[src/include/dcache_params.svh]
`ifndef DCACHE_PARAMS_SVH
`define DCACHE_PARAMS_SVH

// ============================================================
// cache geometry
// ============================================================

// byte address and data word widths
`define DC_ADDR_W 32
`define DC_DATA_W 32

// line layout
`define DC_WORDS_PER_LINE 4
`define DC_LINES 16

// derived address split: tag | index | offset
`define DC_OFS_W ($clog2(`DC_WORDS_PER_LINE * (`DC_DATA_W / 8)))
`define DC_IDX_W ($clog2(`DC_LINES))
`define DC_TAG_W (`DC_ADDR_W - `DC_IDX_W - `DC_OFS_W)

// word select inside a line is the offset minus the byte bits
// so it is always `DC_OFS_W - 2 bits wide

`endif
[src/logic/dcache_pkg.sv]
`default_nettype none

package dcache_pkg;

  // load or store
  typedef enum logic {
    OP_LOAD  = 1'b0,
    OP_STORE = 1'b1
  } mem_op_e;

  // access size, U variants zero extend
  typedef enum logic [2:0] {
    AL_B  = 3'd0,
    AL_H  = 3'd1,
    AL_W  = 3'd2,
    AL_BU = 3'd3,
    AL_HU = 3'd4
  } align_e;

  // miss handling, write-back phases come first
  typedef enum logic [2:0] {
    MS_IDLE    = 3'd0,
    MS_WB_CMD  = 3'd1,
    MS_WB_DATA = 3'd2,
    MS_RF_CMD  = 3'd3,
    MS_RF_DATA = 3'd4
  } miss_state_e;

endpackage

`default_nettype wire

[src/logic/dcache_top.sv]
`timescale 1ns/1ps
`default_nettype none
`include "dcache_params.svh"

module dcache_top (
  input  wire logic                  clk,
  input  wire logic                  rst_n,
  // requester side
  input  wire logic                  req_valid_i,
  output logic                       req_ready_o,
  input  wire dcache_pkg::mem_op_e   req_op_i,
  input  wire dcache_pkg::align_e    req_align_i,
  input  wire logic [`DC_ADDR_W-1:0] req_addr_i,
  input  wire logic [`DC_DATA_W-1:0] req_wdata_i,
  output logic                       rsp_valid_o,
  input  wire logic                  rsp_ready_i,
  output logic [`DC_DATA_W-1:0]      rsp_rdata_o,
  output logic                       rsp_err_o,
  // memory bus
  output logic                       mem_cmd_valid_o,
  input  wire logic                  mem_cmd_ready_i,
  output logic                       mem_cmd_write_o,
  output logic [`DC_ADDR_W-1:0]      mem_cmd_addr_o,
  output logic                       mem_wvalid_o,
  input  wire logic                  mem_wready_i,
  output logic [`DC_DATA_W-1:0]      mem_wdata_o,
  output logic                       mem_wlast_o,
  input  wire logic                  mem_rvalid_i,
  input  wire logic [`DC_DATA_W-1:0] mem_rdata_i,
  input  wire logic                  mem_rlast_i
);

  // ============================================================
  // internal nets
  // ============================================================
  logic [`DC_IDX_W-1:0]                          lookup_idx;
  logic [`DC_TAG_W-1:0]                          line_tag;
  logic                                          line_valid;
  logic                                          line_dirty;
  logic [`DC_WORDS_PER_LINE-1:0][`DC_DATA_W-1:0] line_data;
  logic                                          hit_we;
  logic [`DC_OFS_W-3:0]                          hit_word;
  logic [`DC_DATA_W/8-1:0]                       hit_be;
  logic [`DC_DATA_W-1:0]                         hit_wdata;
  logic                                          miss_start;
  logic [`DC_ADDR_W-1:0]                         miss_addr;
  logic                                          miss_done;
  logic                                          fill_we;
  logic [`DC_TAG_W-1:0]                          fill_tag;
  logic [`DC_WORDS_PER_LINE-1:0][`DC_DATA_W-1:0] fill_data;

  dcache_req_stage u_req_stage (
    .clk          (clk),
    .rst_n        (rst_n),
    .req_valid_i  (req_valid_i),
    .req_ready_o  (req_ready_o),
    .req_op_i     (req_op_i),
    .req_align_i  (req_align_i),
    .req_addr_i   (req_addr_i),
    .req_wdata_i  (req_wdata_i),
    .rsp_valid_o  (rsp_valid_o),
    .rsp_ready_i  (rsp_ready_i),
    .rsp_rdata_o  (rsp_rdata_o),
    .rsp_err_o    (rsp_err_o),
    .lookup_idx_o (lookup_idx),
    .line_tag_i   (line_tag),
    .line_valid_i (line_valid),
    .line_data_i  (line_data),
    .hit_we_o     (hit_we),
    .hit_word_o   (hit_word),
    .hit_be_o     (hit_be),
    .hit_wdata_o  (hit_wdata),
    .miss_start_o (miss_start),
    .miss_addr_o  (miss_addr),
    .miss_done_i  (miss_done)
  );

  dcache_arrays u_arrays (
    .clk          (clk),
    .rst_n        (rst_n),
    .lookup_idx_i (lookup_idx),
    .line_tag_o   (line_tag),
    .line_valid_o (line_valid),
    .line_dirty_o (line_dirty),
    .line_data_o  (line_data),
    .hit_we_i     (hit_we),
    .hit_word_i   (hit_word),
    .hit_be_i     (hit_be),
    .hit_wdata_i  (hit_wdata),
    .fill_we_i    (fill_we),
    .fill_tag_i   (fill_tag),
    .fill_data_i  (fill_data)
  );

  // victim is whatever the arrays show at the held index
  dcache_miss_ctrl u_miss_ctrl (
    .clk             (clk),
    .rst_n           (rst_n),
    .miss_start_i    (miss_start),
    .miss_addr_i     (miss_addr),
    .miss_done_o     (miss_done),
    .victim_valid_i  (line_valid),
    .victim_dirty_i  (line_dirty),
    .victim_tag_i    (line_tag),
    .victim_data_i   (line_data),
    .fill_we_o       (fill_we),
    .fill_tag_o      (fill_tag),
    .fill_data_o     (fill_data),
    .mem_cmd_valid_o (mem_cmd_valid_o),
    .mem_cmd_ready_i (mem_cmd_ready_i),
    .mem_cmd_write_o (mem_cmd_write_o),
    .mem_cmd_addr_o  (mem_cmd_addr_o),
    .mem_wvalid_o    (mem_wvalid_o),
    .mem_wready_i    (mem_wready_i),
    .mem_wdata_o     (mem_wdata_o),
    .mem_wlast_o     (mem_wlast_o),
    .mem_rvalid_i    (mem_rvalid_i),
    .mem_rdata_i     (mem_rdata_i),
    .mem_rlast_i     (mem_rlast_i)
  );

endmodule

`default_nettype wire

[src/logic/dcache_miss_ctrl.sv]
`timescale 1ns/1ps
`default_nettype none
`include "dcache_params.svh"

module dcache_miss_ctrl (
  input  wire logic                                          clk,
  input  wire logic                                          rst_n,
  input  wire logic                                          miss_start_i,
  input  wire logic [`DC_ADDR_W-1:0]                         miss_addr_i,
  output logic                                               miss_done_o,
  input  wire logic                                          victim_valid_i,
  input  wire logic                                          victim_dirty_i,
  input  wire logic [`DC_TAG_W-1:0]                          victim_tag_i,
  input  wire logic [`DC_WORDS_PER_LINE-1:0][`DC_DATA_W-1:0] victim_data_i,
  output logic                                               fill_we_o,
  output logic [`DC_TAG_W-1:0]                               fill_tag_o,
  output logic [`DC_WORDS_PER_LINE-1:0][`DC_DATA_W-1:0]      fill_data_o,
  output logic                                               mem_cmd_valid_o,
  input  wire logic                                          mem_cmd_ready_i,
  output logic                                               mem_cmd_write_o,
  output logic [`DC_ADDR_W-1:0]                              mem_cmd_addr_o,
  output logic                                               mem_wvalid_o,
  input  wire logic                                          mem_wready_i,
  output logic [`DC_DATA_W-1:0]                              mem_wdata_o,
  output logic                                               mem_wlast_o,
  input  wire logic                                          mem_rvalid_i,
  input  wire logic [`DC_DATA_W-1:0]                         mem_rdata_i,
  input  wire logic                                          mem_rlast_i
);
  import dcache_pkg::*;

  miss_state_e                                   state_q;
  logic [`DC_OFS_W-3:0]                          beat_q;
  logic                                          done_q;
  logic [`DC_ADDR_W-`DC_OFS_W-1:0]               line_q;
  logic [`DC_WORDS_PER_LINE-1:0][`DC_DATA_W-1:0] line_buf;

  // ============================================================
  // bus outputs decoded from the state
  // ============================================================
  assign mem_cmd_valid_o = (state_q == MS_WB_CMD) | (state_q == MS_RF_CMD);
  assign mem_cmd_write_o = (state_q == MS_WB_CMD);
  // victim shares the index of the missing line
  assign mem_cmd_addr_o  = (state_q == MS_WB_CMD) ?
                           {victim_tag_i, line_q[`DC_IDX_W-1:0], {`DC_OFS_W{1'b0}}} :
                           {line_q, {`DC_OFS_W{1'b0}}};
  assign mem_wvalid_o    = (state_q == MS_WB_DATA);
  assign mem_wdata_o     = victim_data_i[beat_q];
  assign mem_wlast_o     = (beat_q == (`DC_OFS_W - 2)'(`DC_WORDS_PER_LINE - 1));

  // last beat goes straight into the line, no extra buffer cycle
  assign fill_we_o   = (state_q == MS_RF_DATA) & mem_rvalid_i & mem_rlast_i;
  assign fill_tag_o  = line_q[`DC_ADDR_W-`DC_OFS_W-1:`DC_IDX_W];
  assign miss_done_o = done_q;

  always_comb begin
    for (int w = 0; w < `DC_WORDS_PER_LINE; w++) begin
      fill_data_o[w] = (beat_q == (`DC_OFS_W - 2)'(w)) ? mem_rdata_i : line_buf[w];
    end
  end

  always_ff @(posedge clk or negedge rst_n) begin
    if (!rst_n) begin
      state_q <= MS_IDLE;
      beat_q  <= '0;
      done_q  <= 1'b0;
    end else begin
      done_q <= fill_we_o;
      case (state_q)
        MS_IDLE: begin
          beat_q <= '0;
          if (miss_start_i) begin
            // clean or empty victim skips the write-back
            state_q <= (victim_valid_i && victim_dirty_i) ? MS_WB_CMD : MS_RF_CMD;
          end
        end
        MS_WB_CMD: begin
          if (mem_cmd_ready_i) begin
            state_q <= MS_WB_DATA;
          end
        end
        MS_WB_DATA: begin
          if (mem_wready_i) begin
            beat_q <= beat_q + 1'b1;
            if (mem_wlast_o) begin
              state_q <= MS_RF_CMD;
            end
          end
        end
        MS_RF_CMD: begin
          beat_q <= '0;
          if (mem_cmd_ready_i) begin
            state_q <= MS_RF_DATA;
          end
        end
        MS_RF_DATA: begin
          if (mem_rvalid_i) begin
            beat_q <= beat_q + 1'b1;
            if (mem_rlast_i) begin
              state_q <= MS_IDLE;
            end
          end
        end
        default: state_q <= MS_IDLE;
      endcase
    end
  end

  always_ff @(posedge clk) begin
    if (state_q == MS_IDLE && miss_start_i) begin
      line_q <= miss_addr_i[`DC_ADDR_W-1:`DC_OFS_W];
    end
    if (state_q == MS_RF_DATA && mem_rvalid_i) begin
      line_buf[beat_q] <= mem_rdata_i;
    end
  end

endmodule

`default_nettype wire

[src/logic/dcache_arrays.sv]
`timescale 1ns/1ps
`default_nettype none
`include "dcache_params.svh"

module dcache_arrays (
  input  wire logic                                          clk,
  input  wire logic                                          rst_n,
  input  wire logic [`DC_IDX_W-1:0]                          lookup_idx_i,
  output logic [`DC_TAG_W-1:0]                               line_tag_o,
  output logic                                               line_valid_o,
  output logic                                               line_dirty_o,
  output logic [`DC_WORDS_PER_LINE-1:0][`DC_DATA_W-1:0]      line_data_o,
  input  wire logic                                          hit_we_i,
  input  wire logic [`DC_OFS_W-3:0]                          hit_word_i,
  input  wire logic [`DC_DATA_W/8-1:0]                       hit_be_i,
  input  wire logic [`DC_DATA_W-1:0]                         hit_wdata_i,
  input  wire logic                                          fill_we_i,
  input  wire logic [`DC_TAG_W-1:0]                          fill_tag_i,
  input  wire logic [`DC_WORDS_PER_LINE-1:0][`DC_DATA_W-1:0] fill_data_i
);

  logic [`DC_TAG_W-1:0]                          tag_mem  [`DC_LINES];
  logic [`DC_WORDS_PER_LINE-1:0][`DC_DATA_W-1:0] data_mem [`DC_LINES];
  logic [`DC_LINES-1:0]                          valid_q;
  logic [`DC_LINES-1:0]                          dirty_q;

  // combinational read at the single index
  assign line_tag_o   = tag_mem[lookup_idx_i];
  assign line_valid_o = valid_q[lookup_idx_i];
  assign line_dirty_o = dirty_q[lookup_idx_i];
  assign line_data_o  = data_mem[lookup_idx_i];

  always_ff @(posedge clk or negedge rst_n) begin
    if (!rst_n) begin
      valid_q <= '0;
    end else if (fill_we_i) begin
      valid_q[lookup_idx_i] <= 1'b1;
    end
  end

  // ============================================================
  // refill replaces the whole line, store hit touches one word
  // ============================================================
  always_ff @(posedge clk) begin
    if (fill_we_i) begin
      tag_mem[lookup_idx_i]  <= fill_tag_i;
      data_mem[lookup_idx_i] <= fill_data_i;
      dirty_q[lookup_idx_i]  <= 1'b0;
    end else if (hit_we_i) begin
      for (int b = 0; b < `DC_DATA_W/8; b++) begin
        if (hit_be_i[b]) begin
          data_mem[lookup_idx_i][hit_word_i][8*b +: 8] <= hit_wdata_i[8*b +: 8];
        end
      end
      dirty_q[lookup_idx_i] <= 1'b1;
    end
  end

endmodule

`default_nettype wire

[src/logic/dcache_req_stage.sv]
`timescale 1ns/1ps
`default_nettype none
`include "dcache_params.svh"

module dcache_req_stage (
  input  wire logic                                          clk,
  input  wire logic                                          rst_n,
  input  wire logic                                          req_valid_i,
  output logic                                               req_ready_o,
  input  wire dcache_pkg::mem_op_e                           req_op_i,
  input  wire dcache_pkg::align_e                            req_align_i,
  input  wire logic [`DC_ADDR_W-1:0]                         req_addr_i,
  input  wire logic [`DC_DATA_W-1:0]                         req_wdata_i,
  output logic                                               rsp_valid_o,
  input  wire logic                                          rsp_ready_i,
  output logic [`DC_DATA_W-1:0]                              rsp_rdata_o,
  output logic                                               rsp_err_o,
  output logic [`DC_IDX_W-1:0]                               lookup_idx_o,
  input  wire logic [`DC_TAG_W-1:0]                          line_tag_i,
  input  wire logic                                          line_valid_i,
  input  wire logic [`DC_WORDS_PER_LINE-1:0][`DC_DATA_W-1:0] line_data_i,
  output logic                                               hit_we_o,
  output logic [`DC_OFS_W-3:0]                               hit_word_o,
  output logic [`DC_DATA_W/8-1:0]                            hit_be_o,
  output logic [`DC_DATA_W-1:0]                              hit_wdata_o,
  output logic                                               miss_start_o,
  output logic [`DC_ADDR_W-1:0]                              miss_addr_o,
  input  wire logic                                          miss_done_i
);
  import dcache_pkg::*;

  logic                  vld_q;
  logic                  busy_q;
  mem_op_e               op_q;
  align_e                align_q;
  logic [`DC_ADDR_W-1:0] addr_q;
  logic [`DC_DATA_W-1:0] wdata_q;
  logic                  err_q;
  logic                  misalign;
  logic                  hit;
  logic                  rsp_fire;
  logic [`DC_DATA_W-1:0] word;
  logic [`DC_DATA_W-1:0] ld_shift;
  logic [`DC_DATA_W-1:0] ld_data;
  logic [`DC_DATA_W-1:0] st_shift;

  // halfword needs even address, word needs multiple of four
  always_comb begin
    case (req_align_i)
      AL_H, AL_HU: misalign = req_addr_i[0];
      AL_W:        misalign = |req_addr_i[1:0];
      default:     misalign = 1'b0;
    endcase
  end

  // ============================================================
  // lookup and handshake
  // ============================================================
  assign lookup_idx_o = addr_q[`DC_OFS_W +: `DC_IDX_W];
  assign hit          = line_valid_i & (line_tag_i == addr_q[`DC_ADDR_W-1 -: `DC_TAG_W]);
  // no answer while a refill for this request is outstanding
  assign rsp_valid_o  = vld_q & ~busy_q & (err_q | hit);
  assign rsp_fire     = rsp_valid_o & rsp_ready_i;
  assign req_ready_o  = ~vld_q | rsp_fire;
  assign miss_start_o = vld_q & ~err_q & ~hit & ~busy_q;
  assign miss_addr_o  = {addr_q[`DC_ADDR_W-1:`DC_OFS_W], {`DC_OFS_W{1'b0}}};

  // ============================================================
  // load extraction and store merge
  // ============================================================
  assign word     = line_data_i[addr_q[`DC_OFS_W-1:2]];
  assign ld_shift = word >> {addr_q[1:0], 3'b000};
  assign st_shift = wdata_q << {addr_q[1:0], 3'b000};

  always_comb begin
    case (align_q)
      AL_B:    ld_data = {{(`DC_DATA_W-8){ld_shift[7]}}, ld_shift[7:0]};
      AL_BU:   ld_data = {{(`DC_DATA_W-8){1'b0}}, ld_shift[7:0]};
      AL_H:    ld_data = {{(`DC_DATA_W-16){ld_shift[15]}}, ld_shift[15:0]};
      AL_HU:   ld_data = {{(`DC_DATA_W-16){1'b0}}, ld_shift[15:0]};
      default: ld_data = word;
    endcase
    case (align_q)
      AL_B, AL_BU: hit_be_o = (`DC_DATA_W/8)'(1) << addr_q[1:0];
      AL_H, AL_HU: hit_be_o = (`DC_DATA_W/8)'(3) << addr_q[1:0];
      default:     hit_be_o = '1;
    endcase
    // old bytes kept where the store does not reach
    for (int b = 0; b < `DC_DATA_W/8; b++) begin
      hit_wdata_o[8*b +: 8] = hit_be_o[b] ? st_shift[8*b +: 8] : word[8*b +: 8];
    end
  end

  assign rsp_rdata_o = (err_q | (op_q == OP_STORE)) ? '0 : ld_data;
  assign rsp_err_o   = err_q;
  assign hit_word_o  = addr_q[`DC_OFS_W-1:2];
  // store lands in the line only when its response goes out
  assign hit_we_o    = rsp_fire & (op_q == OP_STORE) & ~err_q;

  always_ff @(posedge clk or negedge rst_n) begin
    if (!rst_n) begin
      vld_q  <= 1'b0;
      busy_q <= 1'b0;
    end else begin
      if (req_ready_o) begin
        vld_q <= req_valid_i;
      end
      if (miss_start_o) begin
        busy_q <= 1'b1;
      end else if (miss_done_i) begin
        busy_q <= 1'b0;
      end
    end
  end

  always_ff @(posedge clk) begin
    if (req_valid_i && req_ready_o) begin
      op_q    <= req_op_i;
      align_q <= req_align_i;
      addr_q  <= req_addr_i;
      wdata_q <= req_wdata_i;
      err_q   <= misalign;
    end
  end

endmodule

`default_nettype wire

[config.mk]
export PLATFORM = sky130hd
export DESIGN_NAME = dcache_top
export DESIGN_NICKNAME = d
export VERILOG_FILES = /design/src/logic/dcache_pkg.sv /design/src/logic/dcache_top.sv /design/src/logic/dcache_miss_ctrl.sv /design/src/logic/dcache_arrays.sv /design/src/logic/dcache_req_stage.sv
export VERILOG_INCLUDE_DIRS = /design/src /design/src/include
export SDC_FILE = /design/constraint.sdc
export NUM_CORES = 2
export LEC_CHECK = 0
export BUFFER_PORTS_ARGS = -buffer_cell sky130_fd_sc_hd__buf_2
export CORE_MARGIN = 3
export CORE_UTILIZATION = 40
export CTS_CLUSTER_DIAMETER = 80
export DETAILED_ROUTE_END_ITERATION = 8
export PLACE_DENSITY = 0.63
export SYNTH_ARGS = -nofsm -noshare
export SYNTH_HDL_FRONTEND = slang
export SYNTH_SLANG_ARGS = --single-unit
[constraint.sdc]
create_clock -name clk -period 13.7 [get_ports clk]
set_clock_uncertainty 0.15 [all_clocks]
set_input_delay 1.37 -clock clk [delete_from_list [all_inputs] [get_ports clk]]
set_output_delay 1.37 -clock clk [all_outputs]
set_load 0.02 [all_outputs]
==> flow_summary.toml <==
[outcome]
outcome = "finished, final reports clean"

[floorplanning]
dieWidth_um = 530
initial_utilization_pct = 40.4
num_rows = 191
die_h_um = 530
ios = 211
core_area_mm2 = 0.272
dieArea_mm2 = 0.281

[route]
drc = 0
via_per_inst = 6.08
dr.pass1.iters = 6
totalWireLength_um = 314000
vias = 57700
avgRoutedWirePerCell_um = 33.1
ant_nets = 0
drt_iter0_markers = 8116

[timing]
tightest_slew_ps = 1410
setup_viol = 0
rsz0062_at_grt = "no"
timing.slew.headroom_pct = 5.57
fin_setup_tns_ps = 0
fin_crit_sh_pct = 64.1
drv_slew = 0
hold_violations = 0
fmax_mhz = 114
period_minus_slack_ps = 8780

[pwr]
powerDensity_mw_per_mm2 = 163
p_leak_uw = 0.0394
total_power_uw = 20200
ir_drop_uv = 106

[clock_tree]
clockRootBuffer = "clkbuf_16"
htree_num_levels = 5
cts_made_buffers = 287
clk_path_buf_depth = 4
post_cts.repair.setup_buffers = 0
cts-resized-gates = 0
cts_hold_buffers = 0
cts_tree = "built"
cts.sinks = 2701
path_clk_slew_ps = 60
clk_latency_ps = 880

[global_routing]
antenna_found_initial = 47
grt_pass1_wl_um = 439000
grt_max_degree = 148
first_global_vias = 56100
grt.overflow.total = 0
track_usage_pct = 22.1

[worst_setup_path]
critPathCaptureType = "primary output"
crit_path_start_kind = "register"
critPathRequiredTime_ps = 12180
critPathKind = "reg -> out"
cp_max_fo = 101
slowest_stage = "a22oi_1"
critPathMaxStageDelay_ps = 1000
cp.arrival_ps = 7260
critPathTopFamily = "buffers and inverters"
path_cells = "buf_4, buf_4, buf_12, mux4_2, mux4_2, a22oi_1, nand2_1, a22oi_1, o21ai_1, o21ai_1, nor3_1, buf_2"
cp_num_buf_inv = 4

[final_layout]
fillCellCount = 22600
drive_gt1_share_pct = 27.2
area_growth_pct = 12.8
num-nets-final = 5793
final_util_pct = 45.5

[job]
maxCapViolCount = 0

[logic_synthesis]
synthesis.area_mm2 = 0.110
ys_types = 74
ys_seq_area_share_pct = 73.7
async_flop_share_pct = 0.889
synth_edf_count = 2673
post_synth.cell_area_avg_um2 = 20.4
yosys_warnings = 0
ys_ff_latch = 2701
synthCells = 5387
synth_flop_cell = "edfxtp_1"

[min_path]
hold_path.class = "reg -> reg"
min_from = "u_miss_ctrl.miss_done_o$_DFF_PN0_"

[placed_design]
globalplace.congestion = 0.845
hpwl_um = 200000
portBuffers = 206
## cells in the mapped netlist, types with 15 or more instances
master,instances,share of area [%]
buf_2,44,0.20
nor2_1,363,1.2
clkbuf_1,149,0.51
a21oi_1,74,0.34
mux2i_1,327,3.0
a31oi_1,16,0.091
buf_4,41,0.28
buf_6,63,0.65
xnor2_1,15,0.12
a22oi_1,66,0.45
nand2_1,217,0.74
mux4_2,726,15
or2_2,18,0.10
o21ai_0,116,0.53
a221oi_1,15,0.12
buf_1,32,0.11
nand3_1,27,0.12
mux2_2,30,0.31
o21a_1,86,0.59
dfrtp_1,24,0.55
edfxtp_1,2673,73
a211oi_1,20,0.14
nor2b_1,20,0.11
## final timing paths
path | end | slack [ps] | cells after the start
setup / recovery | rsp_rdata_o[12] | 4920 | 12
hold / removal | u_req_stage.busy_q$_DFFE_PN0P_ | 290 | 1
setup reg to reg | u_arrays.data_mem[11][45]$_DFFE_PP_ | 6040 | 12
hold reg to reg | u_req_stage.busy_q$_DFFE_PN0P_ | 290 | 1
max in group asynchronous | u_miss_ctrl.beat_q[0]$_DFFE_PN0P_ | 12540 | 1
min in group asynchronous | u_miss_ctrl.state_q[1]$_DFFE_PN0P_ | 410 | 1
## state kept, by name, summed over array words and instances, names as in the netlist, 2 cells and up, named ones only
name	flops
u_arrays.data_mem	2048
u_arrays.tag_mem	384
u_arrays.valid_q	16
u_miss_ctrl.beat_q	2
u_miss_ctrl.line_buf	128
u_miss_ctrl.line_q	28
u_miss_ctrl.state_q	3
u_req_stage.addr_q	32
u_req_stage.align_q	3
u_req_stage.wdata_q	32
## placed cells by master (no fill, tap or decap), drive strengths merged, types with 15 or more instances in the layout
cell type  instances
edfxtp          2673
buf              340
a22oi             70
mux4             726
a221oi            16
o21ai            119
a21oi             74
inv               21
o21a              86
a31oi             16
nand2            217
clkbuf           351
xnor2             15
nor2b             20
nor2             363
diode             16
clkinv           125
mux2i            329
dfrtp             24
mux2              30
a211oi            20
bufinv            25
nand3             29
or2               18
## report_power, final
group / switching, µW / internal, µW / leakage, µW
Sequential: 88.3 / 9470 / 0.0244
Combinational: 2030 / 984 / 0.0105
Clock: 3190 / 4430 / 0.00445
## cells by family after synthesis
family | count (synthesis) | synth area share (%)
other | 1 | 0.00341
AOI/OAI and AO/OA | 484 | 2.96
buffers and inverters | 357 | 1.94
DFF | 2701 | 73.7
and+or+nand+nor | 727 | 2.91
adders and majority gates | 4 | 0.0456
xor gates and xnor gates | 28 | 0.223
muxes | 1085 | 18.2
## per-stage QoR
stage               hold slack [ps]  area, µm²  worst slack, ps  std cells
floorplan                       250     110000             6740       5390
global placement                266     115000             5690       8957
detailed placement              269     115000             5760       8957
CTS                             293     124000             4860       9468
global route                    319     124000             4420       9478
finish                          288     124000             4920       9489
## layout make-up
cell class	instances	area, µm²	share of cell area (%)
timing repair buffer	340	2070	1.67
multi-input combinational	2332	27100	21.9
clock buffer	351	7590	6.13
tap	3570	4470	3.61
inverter	19	80.1	0.0647
antenna	16	40.0	0.0323
clock inverter	160	1530	1.23
sequential	2701	81000	65.4
## routing by layer
layer  wire length (µm)  GRT usage [%]  part of all wire (%)
met1             126000           31.4                    40
met3              33600           5.31                    11
met4               9630           6.91                   3.1
met5                 46              0                 0.015
met2             144000           33.6                    46
Note: power is estimated with default switching activity, not from simulation.
